[config.mk]
export PLATFORM = sky130hd
export DESIGN_NAME = fpExecStage
export DESIGN_NICKNAME = d
export VERILOG_FILES = /design/src/design/fpExecPkg.sv /design/src/design/fpDelayLine.sv /design/src/design/fpAdder.sv /design/src/design/fpMultiplier.sv /design/src/design/fpMiscUnit.sv /design/src/design/fpExecStage.sv
export SDC_FILE = /design/constraint.sdc
export NUM_CORES = 2
export LEC_CHECK = 0
export BUFFER_PORTS_ARGS = -buffer_cell sky130_fd_sc_hd__clkbuf_2
export CORE_ASPECT_RATIO = 1.4
export CORE_UTILIZATION = 55
export CTS_CLUSTER_SIZE = 25
export DETAILED_ROUTE_END_ITERATION = 6
export GPL_TIMING_DRIVEN = 0
export PLACE_DENSITY_LB_ADDON = 0.05
export SETUP_SLACK_MARGIN = 0.1
export SYNTH_ARGS = -nofsm -noshare
export SYNTH_HDL_FRONTEND = slang
export SYNTH_SLANG_ARGS = --single-unit
[constraint.sdc]
create_clock -name clk -period 20.7 [get_ports clk]
set_clock_uncertainty 0.05 [all_clocks]
set_input_delay 3.105 -clock clk [delete_from_list [all_inputs] [get_ports clk]]
set_output_delay 3.105 -clock clk [all_outputs]
set_load 0.05 [all_outputs]
[src/design/fpExecPkg.sv]
package fpExecPkg;

    localparam int EXEC_DEPTH_DEFAULT = 3;

    // Canonical quiet NaN for every NaN result
    localparam logic [31:0] CANONICAL_NAN = 32'h7fc00000;

    // Invalid-operation bit of the five exception flags
    localparam logic [4:0] FLAG_INVALID = 5'b10000;

    typedef enum logic [3:0] {
        FC_ADD,
        FC_SUB,
        FC_MUL,
        FC_SGNJ,
        FC_SGNJN,
        FC_SGNJX,
        FC_MIN,
        FC_MAX,
        FC_FEQ,
        FC_FLT,
        FC_FLE
    } fpuCode;

    typedef enum logic [1:0] {
        UNIT_ADDER,
        UNIT_MULTIPLIER,
        UNIT_MISC
    } fpUnitSel;

    // Active-list position, wraps around
    typedef logic [5:0] robTag;

    typedef struct packed {
        logic        valid;
        logic [31:0] data;
    } fpOperand;

    typedef struct packed {
        logic     valid;
        robTag    tag;
        fpuCode   code;
        logic     srcRegA;
        logic     srcRegB;
        logic     bypassA;
        logic     bypassB;
        fpOperand operandA;
        fpOperand operandB;
    } fpIssueEntry;

    // Valid must stay the top field, the delay line clears that bit on flush
    typedef struct packed {
        logic   valid;
        logic   regValid;
        robTag  tag;
        fpuCode code;
    } fpTagEntry;

    typedef struct packed {
        logic        valid;
        robTag       tag;
        fpuCode      code;
        logic [31:0] data;
        logic [4:0]  flags;
    } fpExecResult;

    typedef struct packed {
        logic  active;
        logic  flushAll;
        robTag headTag;
        robTag tailTag;
    } fpRecovery;

    function automatic fpUnitSel unitOf(fpuCode code);
        case (code)
            FC_ADD, FC_SUB: return UNIT_ADDER;
            FC_MUL:         return UNIT_MULTIPLIER;
            default:        return UNIT_MISC;
        endcase
    endfunction

endpackage

[src/design/fpDelayLine.sv]
`timescale 1ns/1ps

module fpDelayLine #(
    parameter type payloadT = logic,
    parameter int  DEPTH    = 1
) (
    input  logic             clk,
    input  logic             arstN,
    input  logic             hold,
    input  logic [DEPTH-1:0] flushStage,
    input  payloadT          din,
    output payloadT          stageOut [DEPTH]
);
    // The valid field sits in the top bit of the payload
    localparam int VALID_BIT = $bits(payloadT) - 1;

    payloadT shiftIn [DEPTH];

    always_comb begin
        shiftIn[0] = din;
        for (int i = 1; i < DEPTH; i++) begin
            shiftIn[i] = stageOut[i-1];
        end
        for (int i = 0; i < DEPTH; i++) begin
            if (flushStage[i]) begin
                shiftIn[i][VALID_BIT] = 1'b0;
            end
        end
    end

    always_ff @(posedge clk or negedge arstN) begin
        if (!arstN) begin
            for (int i = 0; i < DEPTH; i++) begin
                stageOut[i] <= '0;
            end
        end else if (!hold) begin
            stageOut <= shiftIn;
        end
    end

endmodule

[src/design/fpAdder.sv]
`timescale 1ns/1ps

module fpAdder import fpExecPkg::*; #(
    parameter int DEPTH = EXEC_DEPTH_DEFAULT
) (
    input  logic        clk,
    input  logic        arstN,
    input  logic        hold,
    input  logic [31:0] lhs,
    input  logic [31:0] rhs,
    input  logic        subtract,
    output logic [31:0] sum
);
    // Aligned sum with carry, hidden bit at 26 and guard/round/sticky below
    typedef struct packed {
        logic        special;
        logic [31:0] specialVal;
        logic        sign;
        logic [7:0]  exp;
        logic [27:0] mant;
    } addStageT;

    function automatic logic [4:0] leadZeros(logic [26:0] v);
        logic [4:0] n;
        n = 5'd27;
        for (int i = 0; i < 27; i++) begin
            if (v[i]) begin
                n = 5'(26 - i);
            end
        end
        return n;
    endfunction

    addStageT    front;
    addStageT    stages [DEPTH-1];
    addStageT    back;

    logic        signA, signB, signBig, signSmall, swap;
    logic        nanA, nanB, infA, infB, sticky;
    logic [7:0]  expA, expB, shift;
    logic [23:0] mantA, mantB;
    logic [26:0] smallExt, alignedSmall;
    logic [27:0] mantBig, raw;

    always_comb begin
        signA = lhs[31];
        signB = rhs[31] ^ subtract;
        expA  = lhs[30:23];
        expB  = rhs[30:23];
        // Subnormal inputs read as zero
        mantA = (expA == 8'd0) ? 24'd0 : {1'b1, lhs[22:0]};
        mantB = (expB == 8'd0) ? 24'd0 : {1'b1, rhs[22:0]};
        nanA  = (expA == 8'hff) && (lhs[22:0] != 23'd0);
        nanB  = (expB == 8'hff) && (rhs[22:0] != 23'd0);
        infA  = (expA == 8'hff) && (lhs[22:0] == 23'd0);
        infB  = (expB == 8'hff) && (rhs[22:0] == 23'd0);

        // Larger magnitude goes first
        swap      = {expB, mantB} > {expA, mantA};
        shift     = swap ? expB - expA : expA - expB;
        signBig   = swap ? signB : signA;
        signSmall = swap ? signA : signB;
        mantBig   = {1'b0, (swap ? mantB : mantA), 3'b000};
        smallExt  = {(swap ? mantA : mantB), 3'b000};

        if (shift >= 8'd27) begin
            alignedSmall = 27'd0;
            sticky       = |smallExt;
        end else begin
            alignedSmall = smallExt >> shift;
            sticky       = |(smallExt & ((27'd1 << shift) - 27'd1));
        end
        alignedSmall[0] = alignedSmall[0] | sticky;

        if (signBig == signSmall) begin
            raw = mantBig + {1'b0, alignedSmall};
        end else begin
            raw = mantBig - {1'b0, alignedSmall};
        end

        front.special = nanA || nanB || infA || infB;
        if (nanA || nanB || (infA && infB && (signA != signB))) begin
            front.specialVal = CANONICAL_NAN;
        end else if (infA) begin
            front.specialVal = {signA, 8'hff, 23'd0};
        end else begin
            front.specialVal = {signB, 8'hff, 23'd0};
        end
        // Exact cancellation gives +0 unless both are -0
        front.sign = (raw == 28'd0) ? (signBig & signSmall) : signBig;
        front.exp  = swap ? expB : expA;
        front.mant = raw;
    end

    fpDelayLine #(
        .payloadT (addStageT),
        .DEPTH    (DEPTH - 1)
    ) sumLine (
        .clk        (clk),
        .arstN      (arstN),
        .hold       (hold),
        .flushStage ('0),
        .din        (front),
        .stageOut   (stages)
    );

    logic [4:0]        lzCount;
    logic [26:0]       norm;
    logic signed [9:0] expNorm, expRound;
    logic              roundUp;
    logic [24:0]       rounded;

    always_comb begin
        back    = stages[DEPTH-2];
        lzCount = leadZeros(back.mant[26:0]);
        if (back.mant[27]) begin
            norm    = {back.mant[27:2], back.mant[1] | back.mant[0]};
            expNorm = $signed({2'b00, back.exp}) + 10'sd1;
        end else begin
            norm    = back.mant[26:0] << lzCount;
            expNorm = $signed({2'b00, back.exp}) - $signed({5'd0, lzCount});
        end

        // Nearest even on guard, round and sticky
        roundUp  = norm[2] & (norm[1] | norm[0] | norm[3]);
        rounded  = {1'b0, norm[26:3]} + 25'(roundUp);
        expRound = rounded[24] ? expNorm + 10'sd1 : expNorm;

        if (back.special) begin
            sum = back.specialVal;
        end else if (back.mant == 28'd0 || expRound <= 0) begin
            sum = {back.sign, 31'd0};
        end else if (expRound >= 255) begin
            sum = {back.sign, 8'hff, 23'd0};
        end else begin
            sum = {back.sign, expRound[7:0], rounded[22:0]};
        end
    end

endmodule

[src/design/fpMultiplier.sv]
`timescale 1ns/1ps

module fpMultiplier import fpExecPkg::*; #(
    parameter int DEPTH = EXEC_DEPTH_DEFAULT
) (
    input  logic        clk,
    input  logic        arstN,
    input  logic        hold,
    input  logic [31:0] lhs,
    input  logic [31:0] rhs,
    output logic [31:0] product
);
    typedef struct packed {
        logic        special;
        logic [31:0] specialVal;
        logic        sign;
        logic [9:0]  exp;
        logic [47:0] prod;
    } mulStageT;

    mulStageT    front;
    mulStageT    stages [DEPTH-1];
    mulStageT    back;

    logic        sign, nanAny, infAny, zeroAny;
    logic        nanA, nanB, infA, infB, zeroA, zeroB;
    logic [7:0]  expA, expB;

    always_comb begin
        expA  = lhs[30:23];
        expB  = rhs[30:23];
        sign  = lhs[31] ^ rhs[31];
        nanA  = (expA == 8'hff) && (lhs[22:0] != 23'd0);
        nanB  = (expB == 8'hff) && (rhs[22:0] != 23'd0);
        infA  = (expA == 8'hff) && (lhs[22:0] == 23'd0);
        infB  = (expB == 8'hff) && (rhs[22:0] == 23'd0);
        zeroA = expA == 8'd0;
        zeroB = expB == 8'd0;

        // Infinity times zero is invalid
        nanAny  = nanA || nanB || (infA && zeroB) || (zeroA && infB);
        infAny  = infA || infB;
        zeroAny = zeroA || zeroB;

        front.special = nanAny || infAny || zeroAny;
        if (nanAny) begin
            front.specialVal = CANONICAL_NAN;
        end else if (infAny) begin
            front.specialVal = {sign, 8'hff, 23'd0};
        end else begin
            front.specialVal = {sign, 31'd0};
        end
        front.sign = sign;
        front.exp  = 10'($signed({2'b00, expA}) + $signed({2'b00, expB}) - 10'sd127);
        front.prod = {1'b1, lhs[22:0]} * {1'b1, rhs[22:0]};
    end

    fpDelayLine #(
        .payloadT (mulStageT),
        .DEPTH    (DEPTH - 1)
    ) productLine (
        .clk        (clk),
        .arstN      (arstN),
        .hold       (hold),
        .flushStage ('0),
        .din        (front),
        .stageOut   (stages)
    );

    logic [23:0]       mant;
    logic              guard, sticky, roundUp;
    logic [24:0]       rounded;
    logic signed [9:0] expNorm, expRound;

    always_comb begin
        back = stages[DEPTH-2];
        // Product of two normals lies in [1, 4)
        if (back.prod[47]) begin
            mant    = back.prod[47:24];
            guard   = back.prod[23];
            sticky  = |back.prod[22:0];
            expNorm = $signed(back.exp) + 10'sd1;
        end else begin
            mant    = back.prod[46:23];
            guard   = back.prod[22];
            sticky  = |back.prod[21:0];
            expNorm = $signed(back.exp);
        end

        roundUp  = guard & (sticky | mant[0]);
        rounded  = {1'b0, mant} + 25'(roundUp);
        expRound = rounded[24] ? expNorm + 10'sd1 : expNorm;

        if (back.special) begin
            product = back.specialVal;
        end else if (expRound <= 0) begin
            product = {back.sign, 31'd0};
        end else if (expRound >= 255) begin
            product = {back.sign, 8'hff, 23'd0};
        end else begin
            product = {back.sign, expRound[7:0], rounded[22:0]};
        end
    end

endmodule

[src/design/fpMiscUnit.sv]
`timescale 1ns/1ps

module fpMiscUnit import fpExecPkg::*; #(
    parameter int DEPTH = EXEC_DEPTH_DEFAULT
) (
    input  logic        clk,
    input  logic        arstN,
    input  logic        hold,
    input  fpuCode      code,
    input  logic [31:0] lhs,
    input  logic [31:0] rhs,
    output logic [31:0] data,
    output logic [4:0]  flags
);
    typedef struct packed {
        logic [31:0] data;
        logic [4:0]  flags;
    } miscStageT;

    miscStageT   front;
    miscStageT   stages [DEPTH-1];

    logic        nanA, nanB, snanA, snanB, anyNan, bothZero;
    logic        lessAB, eqAB, invalid;
    logic [31:0] cleanA, cleanB, keyA, keyB;

    always_comb begin
        nanA  = (lhs[30:23] == 8'hff) && (lhs[22:0] != 23'd0);
        nanB  = (rhs[30:23] == 8'hff) && (rhs[22:0] != 23'd0);
        snanA = nanA && !lhs[22];
        snanB = nanB && !rhs[22];
        anyNan = nanA || nanB;

        // Subnormals compare as signed zero
        cleanA = (lhs[30:23] == 8'd0) ? {lhs[31], 31'd0} : lhs;
        cleanB = (rhs[30:23] == 8'd0) ? {rhs[31], 31'd0} : rhs;

        // Order-preserving keys with -0 below +0
        keyA = cleanA[31] ? ~cleanA : {1'b1, cleanA[30:0]};
        keyB = cleanB[31] ? ~cleanB : {1'b1, cleanB[30:0]};

        lessAB   = keyA < keyB;
        bothZero = (cleanA[30:0] == 31'd0) && (cleanB[30:0] == 31'd0);
        eqAB     = (cleanA == cleanB) || bothZero;

        invalid    = 1'b0;
        front.data = 32'd0;
        case (code)
            FC_SGNJ:  front.data = {rhs[31], lhs[30:0]};
            FC_SGNJN: front.data = {~rhs[31], lhs[30:0]};
            FC_SGNJX: front.data = {lhs[31] ^ rhs[31], lhs[30:0]};
            FC_MIN, FC_MAX: begin
                invalid = snanA || snanB;
                if (nanA && nanB) begin
                    front.data = CANONICAL_NAN;
                end else if (nanA) begin
                    front.data = cleanB;
                end else if (nanB) begin
                    front.data = cleanA;
                end else begin
                    front.data = (lessAB ^ (code == FC_MAX)) ? cleanA : cleanB;
                end
            end
            FC_FEQ: begin
                invalid    = snanA || snanB;
                front.data = {31'd0, !anyNan && eqAB};
            end
            FC_FLT: begin
                invalid    = anyNan;
                front.data = {31'd0, !anyNan && !bothZero && lessAB};
            end
            FC_FLE: begin
                invalid    = anyNan;
                front.data = {31'd0, !anyNan && (lessAB || eqAB)};
            end
            default: front.data = 32'd0;
        endcase

        front.flags = invalid ? FLAG_INVALID : 5'd0;
    end

    fpDelayLine #(
        .payloadT (miscStageT),
        .DEPTH    (DEPTH - 1)
    ) resultLine (
        .clk        (clk),
        .arstN      (arstN),
        .hold       (hold),
        .flushStage ('0),
        .din        (front),
        .stageOut   (stages)
    );

    assign data  = stages[DEPTH-2].data;
    assign flags = stages[DEPTH-2].flags;

endmodule

[src/design/fpExecStage.sv]
`timescale 1ns/1ps

module fpExecStage import fpExecPkg::*; #(
    parameter int EXEC_DEPTH = EXEC_DEPTH_DEFAULT
) (
    input  logic        clk,
    input  logic        arstN,
    input  logic        stall,
    input  logic        clear,
    input  fpIssueEntry issue,
    input  fpOperand    bypassDataA,
    input  fpOperand    bypassDataB,
    input  fpRecovery   recovery,
    output fpExecResult result,
    output logic        replayValid,
    output robTag       replayTag
);
    // Recovery hits on flushAll or a tag in [headTag, tailTag) modulo wrap
    function automatic logic flushHit(fpRecovery rec, robTag tag);
        logic inRange;
        if (rec.headTag <= rec.tailTag) begin
            inRange = (tag >= rec.headTag) && (tag < rec.tailTag);
        end else begin
            inRange = (tag >= rec.headTag) || (tag < rec.tailTag);
        end
        return rec.active && (rec.flushAll || inRange);
    endfunction

    fpIssueEntry           inReg;
    fpOperand              opA, opB;
    logic                  regValid;
    logic                  pipeHold;
    logic [EXEC_DEPTH-1:0] flushVec;
    logic [EXEC_DEPTH-2:0] tagFlush;
    fpTagEntry             tagIn;
    fpTagEntry             tagStage [EXEC_DEPTH-1];
    fpTagEntry             lastTag;
    logic [31:0]           addData, mulData, miscData;
    logic [4:0]            miscFlags;

    // Stage 0, the input register
    always_ff @(posedge clk or negedge arstN) begin
        if (!arstN) begin
            inReg <= '0;
        end else if (clear) begin
            inReg.valid <= 1'b0;
        end else if (!stall) begin
            inReg <= issue;
        end
    end

    // Clear wins over stall so every stage empties on the same edge
    assign pipeHold = stall && !clear;

    always_comb begin
        opA      = inReg.bypassA ? bypassDataA : inReg.operandA;
        opB      = inReg.bypassB ? bypassDataB : inReg.operandB;
        regValid = (!inReg.srcRegA || opA.valid) && (!inReg.srcRegB || opB.valid);

        flushVec[0] = flushHit(recovery, inReg.tag);
        for (int j = 1; j < EXEC_DEPTH; j++) begin
            flushVec[j] = flushHit(recovery, tagStage[j-1].tag);
        end
        tagFlush = flushVec[EXEC_DEPTH-2:0] | {(EXEC_DEPTH-1){clear}};

        tagIn.valid    = inReg.valid;
        tagIn.regValid = regValid;
        tagIn.tag      = inReg.tag;
        tagIn.code     = inReg.code;
    end

    fpDelayLine #(
        .payloadT (fpTagEntry),
        .DEPTH    (EXEC_DEPTH - 1)
    ) tagLine (
        .clk        (clk),
        .arstN      (arstN),
        .hold       (pipeHold),
        .flushStage (tagFlush),
        .din        (tagIn),
        .stageOut   (tagStage)
    );

    fpAdder #(.DEPTH(EXEC_DEPTH)) adder0 (
        .clk      (clk),
        .arstN    (arstN),
        .hold     (pipeHold),
        .lhs      (opA.data),
        .rhs      (opB.data),
        .subtract (inReg.code == FC_SUB),
        .sum      (addData)
    );

    fpMultiplier #(.DEPTH(EXEC_DEPTH)) multiplier0 (
        .clk     (clk),
        .arstN   (arstN),
        .hold    (pipeHold),
        .lhs     (opA.data),
        .rhs     (opB.data),
        .product (mulData)
    );

    fpMiscUnit #(.DEPTH(EXEC_DEPTH)) misc0 (
        .clk   (clk),
        .arstN (arstN),
        .hold  (pipeHold),
        .code  (inReg.code),
        .lhs   (opA.data),
        .rhs   (opB.data),
        .data  (miscData),
        .flags (miscFlags)
    );

    always_comb begin
        lastTag = tagStage[EXEC_DEPTH-2];

        result.valid = !stall && !clear && !flushVec[EXEC_DEPTH-1]
                       && lastTag.valid && lastTag.regValid;
        result.tag   = lastTag.tag;
        result.code  = lastTag.code;
        case (unitOf(lastTag.code))
            UNIT_ADDER: begin
                result.data  = addData;
                result.flags = 5'd0;
            end
            UNIT_MULTIPLIER: begin
                result.data  = mulData;
                result.flags = 5'd0;
            end
            default: begin
                result.data  = miscData;
                result.flags = miscFlags;
            end
        endcase

        // Replay goes out one stage after the operand read
        replayValid = !stall && !clear && !flushVec[1]
                      && tagStage[0].valid && !tagStage[0].regValid;
        replayTag   = tagStage[0].tag;
    end

endmodule

==> metrics.yaml <==
detailed_routing:
  drt_iter0_drc: 4435
  drc_errors: 35
  drt-total-wl_um: 204000
  via_count: 46100
  dr.pass1.iters: 7
  wire_per_inst_um: 27.6
  viasPerCell: 6.23
  ant_nets: 0
clock_tree:
  postCtsHoldBufs: 0
  clkTransAtPathRegs_ps: 70
  h-tree-depth: 2
  postCtsSetupRepairBufs: 0
  cts_buffers: 42
  clk_path_buf_depth: 3
  cts_resized: 0
  cts_tree: "yes"
  clk_latency_ps: 660
  cts.sinks: 379
  cts_root_buffer: "clkbuf_16"
logic_synthesis:
  synth-seq-area-share_pct: 19.6
  synth_top_area_share_pct: 20.2
  synth_cell_types: 101
  syn_avg_cell_area_um2: 8.17
  async_reset_ff_share_pct: 100
  ys_warn_count: 0
  syn-cell-area_um2: 48400
  synth_cells: 5917
  ys_ff_latch: 379
  synth_enable_flop_cells: 0
  ys.flop_type: "dfrtp_1"
  yosysTopAreaCell: "fa_1"
  yosys-top-cells-area: "fa_1 20%, dfrtp_1 20%, ha_1 9.1%, nand2_1 8.7%, inv_1 5.2%"
die:
  die_height_um: 353
  dieArea_um2: 89100
  start_util_pct: 55.6
  die_x_um: 253
  rows: 128
  io_pins: 220
  core_region_area_um2: 87000
critical_path:
  crit_path_end_kind: "flip-flop"
  arrival_ps: 15200
  r2r_start: "inReg[66]"
  start_kind: "primary input"
  r2r_setup_slack_ps: 5940
  critPathMaxFanout: 11
  required_ps: 21100
  cp_common_cell: "a21oi_1"
  r2r_cells: 49
  endpoint: "adder0.sumLine.stageOut[106]"
  slowest_stage: "a2111oi_0"
  critPathKind: "primary input to flip-flop"
  cpPeakStageDelay_ps: 1030
  startpoint: "bypassDataB[27]"
  regToRegEndpoint: "adder0.sumLine.stageOut[106]"
grt:
  grt_pass1_wl_um: 297000
  grt_pass1_vias: 46300
  grt_overflow: 0
  antenna_found_initial: 11
  grt_max_degree: 111
  track_usage_pct: 45.9
flow_run:
  maxCapViolations: 6
sta:
  maxSlewHeadroom_pct: -4.60
  fin_crit_sh_pct: 71.5
  tns_ps: 0
  worst_pin_slew_ps: 1530
  finalWorstPathRequiredPeriod_ps: 14800
  finalSetupViolCount: 0
  max_freq_ghz: 0.0676
  rsz0062_at_grt: "false"
  drv_slew: 17
  hold_violations: 0
cells_and_area:
  final_nets: 7193
  syn_to_final_growth_pct: 8.84
  drive_above_1_share_pct: 8.59
placed_design:
  portBuffers: 215
  place_hpwl_um: 165000
  gp_congestion: 1.08
status:
  violations: "design-rule violations, max-capacitance violations, max-slew violations"
  status: "finished with violations"
worst_hold_path:
  hp-class: "flip-flop to flip-flop"
[final cells by class]
cell class,instances,area [um^2]
timing repair buffer,226,1270
clock buffer,56,1170
buffer,348,1470
fill,8233,34300
antenna,5,12.5
clock inverter,18,305
tap,1170,1460
sequential,379,9480
multi-input combinational,4494,34800
inverter,699,2620
[flip-flops by register name, summed over array words and instances (netlist names)]
signal	count
adder0.sumLine.stageOut	82
tagLine.stageOut	24
inReg	81
multiplier0.productLine.stageOut	126
misc0.resultLine.stageOut	66
[synth_stat cells (24+ instances only)]
cell type / n
a211oi_1: 24
a21o_1: 39
a21oi_1: 273
a22oi_1: 35
a31oi_1: 27
and2_1: 29
and3_1: 26
buf_1: 36
buf_4: 26
clkbuf_1: 261
dfrtp_1: 379
fa_1: 487
ha_1: 351
inv_1: 674
mux2_2: 106
mux2i_1: 105
nand2_1: 1121
nand2b_1: 59
nand3_1: 109
nand4_1: 47
nor2_1: 558
nor2b_1: 34
nor3_1: 60
nor4_1: 55
o211ai_1: 38
o21a_1: 34
o21ai_0: 256
o221ai_1: 42
o31ai_1: 26
xnor2_1: 143
xor2_1: 90
[worst max-delay path, delay by kind of cell]
family / cells / cell delay (ps)
xor gates and xnor gates: 1 / 460
adders and majority gates: 3 / 750
muxes: 1 / 520
and+or+nand+nor: 9 / 2560
AOI/OAI and AO/OA: 24 / 5310
buffers and inverters: 10 / 2440
[placed cells by master, fill, tap and decap left out, types with 21 or more instances in the layout]
master     instances
nor2b_1           34
xnor2_1          143
o21a_1            34
ha_1             351
nor2_1           558
clkbuf_16         42
o211ai_1          38
and3_1            26
o221ai_1          42
buf_4             26
buf_2             23
a21o_1            39
buf_1             35
nand2_1         1121
o21ai_0          256
inv_1            674
nand4_1           47
nor4_1            55
nand3_1          109
mux2i_1           97
and2_1            29
mux2_2           106
xor2_1            90
fa_1             487
o21bai_1          21
o31ai_1           26
clkbuf_2         219
a211oi_1          24
nand2b_1          59
dfrtp_1          379
mux4_2            22
nor3_1            60
a31oi_1           27
a21oi_1          273
clkbuf_1         263
a22oi_1           35
[per-stage QoR]
step / util, % / setup WS, ps / instances / cell area (um^2) / hold WS [ps]
global route: 60.5 / 5470 / 7390 / 52600 / 427
finish: 60.5 / 5900 / 7395 / 52600 / 417
CTS: 60.5 / 6330 / 7389 / 52600 / 416
detailed placement: 58.8 / 5750 / 7315 / 51100 / 404
floorplan: - / 8950 / 5920 / 48400 / 380
global placement: 58.5 / 4680 / 7305 / 50900 / 396
[worst min-delay path by stage]
| stage | startpoint | to | slack, ps | cells past startpoint |
|---|---|---|---|---|
| 2_1_floorplan | misc0.resultLine.stageOut[4] | misc0.resultLine.stageOut[4] | 380 | 2 |
| 3_3_place_gp | tagLine.stageOut[10] | tagLine.stageOut[10] | 400 | 2 |
| 6_report | multiplier0.productLine.stageOut[145] | multiplier0.productLine.stageOut[53] | 420 | 2 |
| 5_1_grt | multiplier0.productLine.stageOut[145] | multiplier0.productLine.stageOut[53] | 430 | 2 |
| 4_1_cts | multiplier0.productLine.stageOut[145] | multiplier0.productLine.stageOut[53] | 420 | 2 |
| 3_5_place_dp | multiplier0.productLine.stageOut[145] | multiplier0.productLine.stageOut[53] | 400 | 2 |
[kinds of logic (layout without fill, tap and decap cells)]
kind of cell | count (synthesis) | in the layout | synth area share [%]
simple gates | 2196 | 2196 | 19.6
flops | 379 | 379 | 19.6
compound gates | 987 | 987 | 13.2
xor+xnor | 233 | 233 | 4.22
other cells | 1 | 9 | 0.00775
buf+inv | 1047 | 1347 | 8.44
mux | 236 | 236 | 5.76
fa+ha+maj | 838 | 838 | 29.2
[metal layers]
layer | global-route usage [%] | vias up | wire (um)
met5 | 0 | - | 59
met4 | 43.0 | 8 | 23900
met3 | 11.2 | 954 | 19000
met2 | 73.3 | 2633 | 93100
met1 | 49.7 | 22500 | 68400
li1 | - | 20000 | -
Power is left out: the tool's default activity adds up to more than one toggle a clock period on the data nets, which glitch-free logic cannot reach.
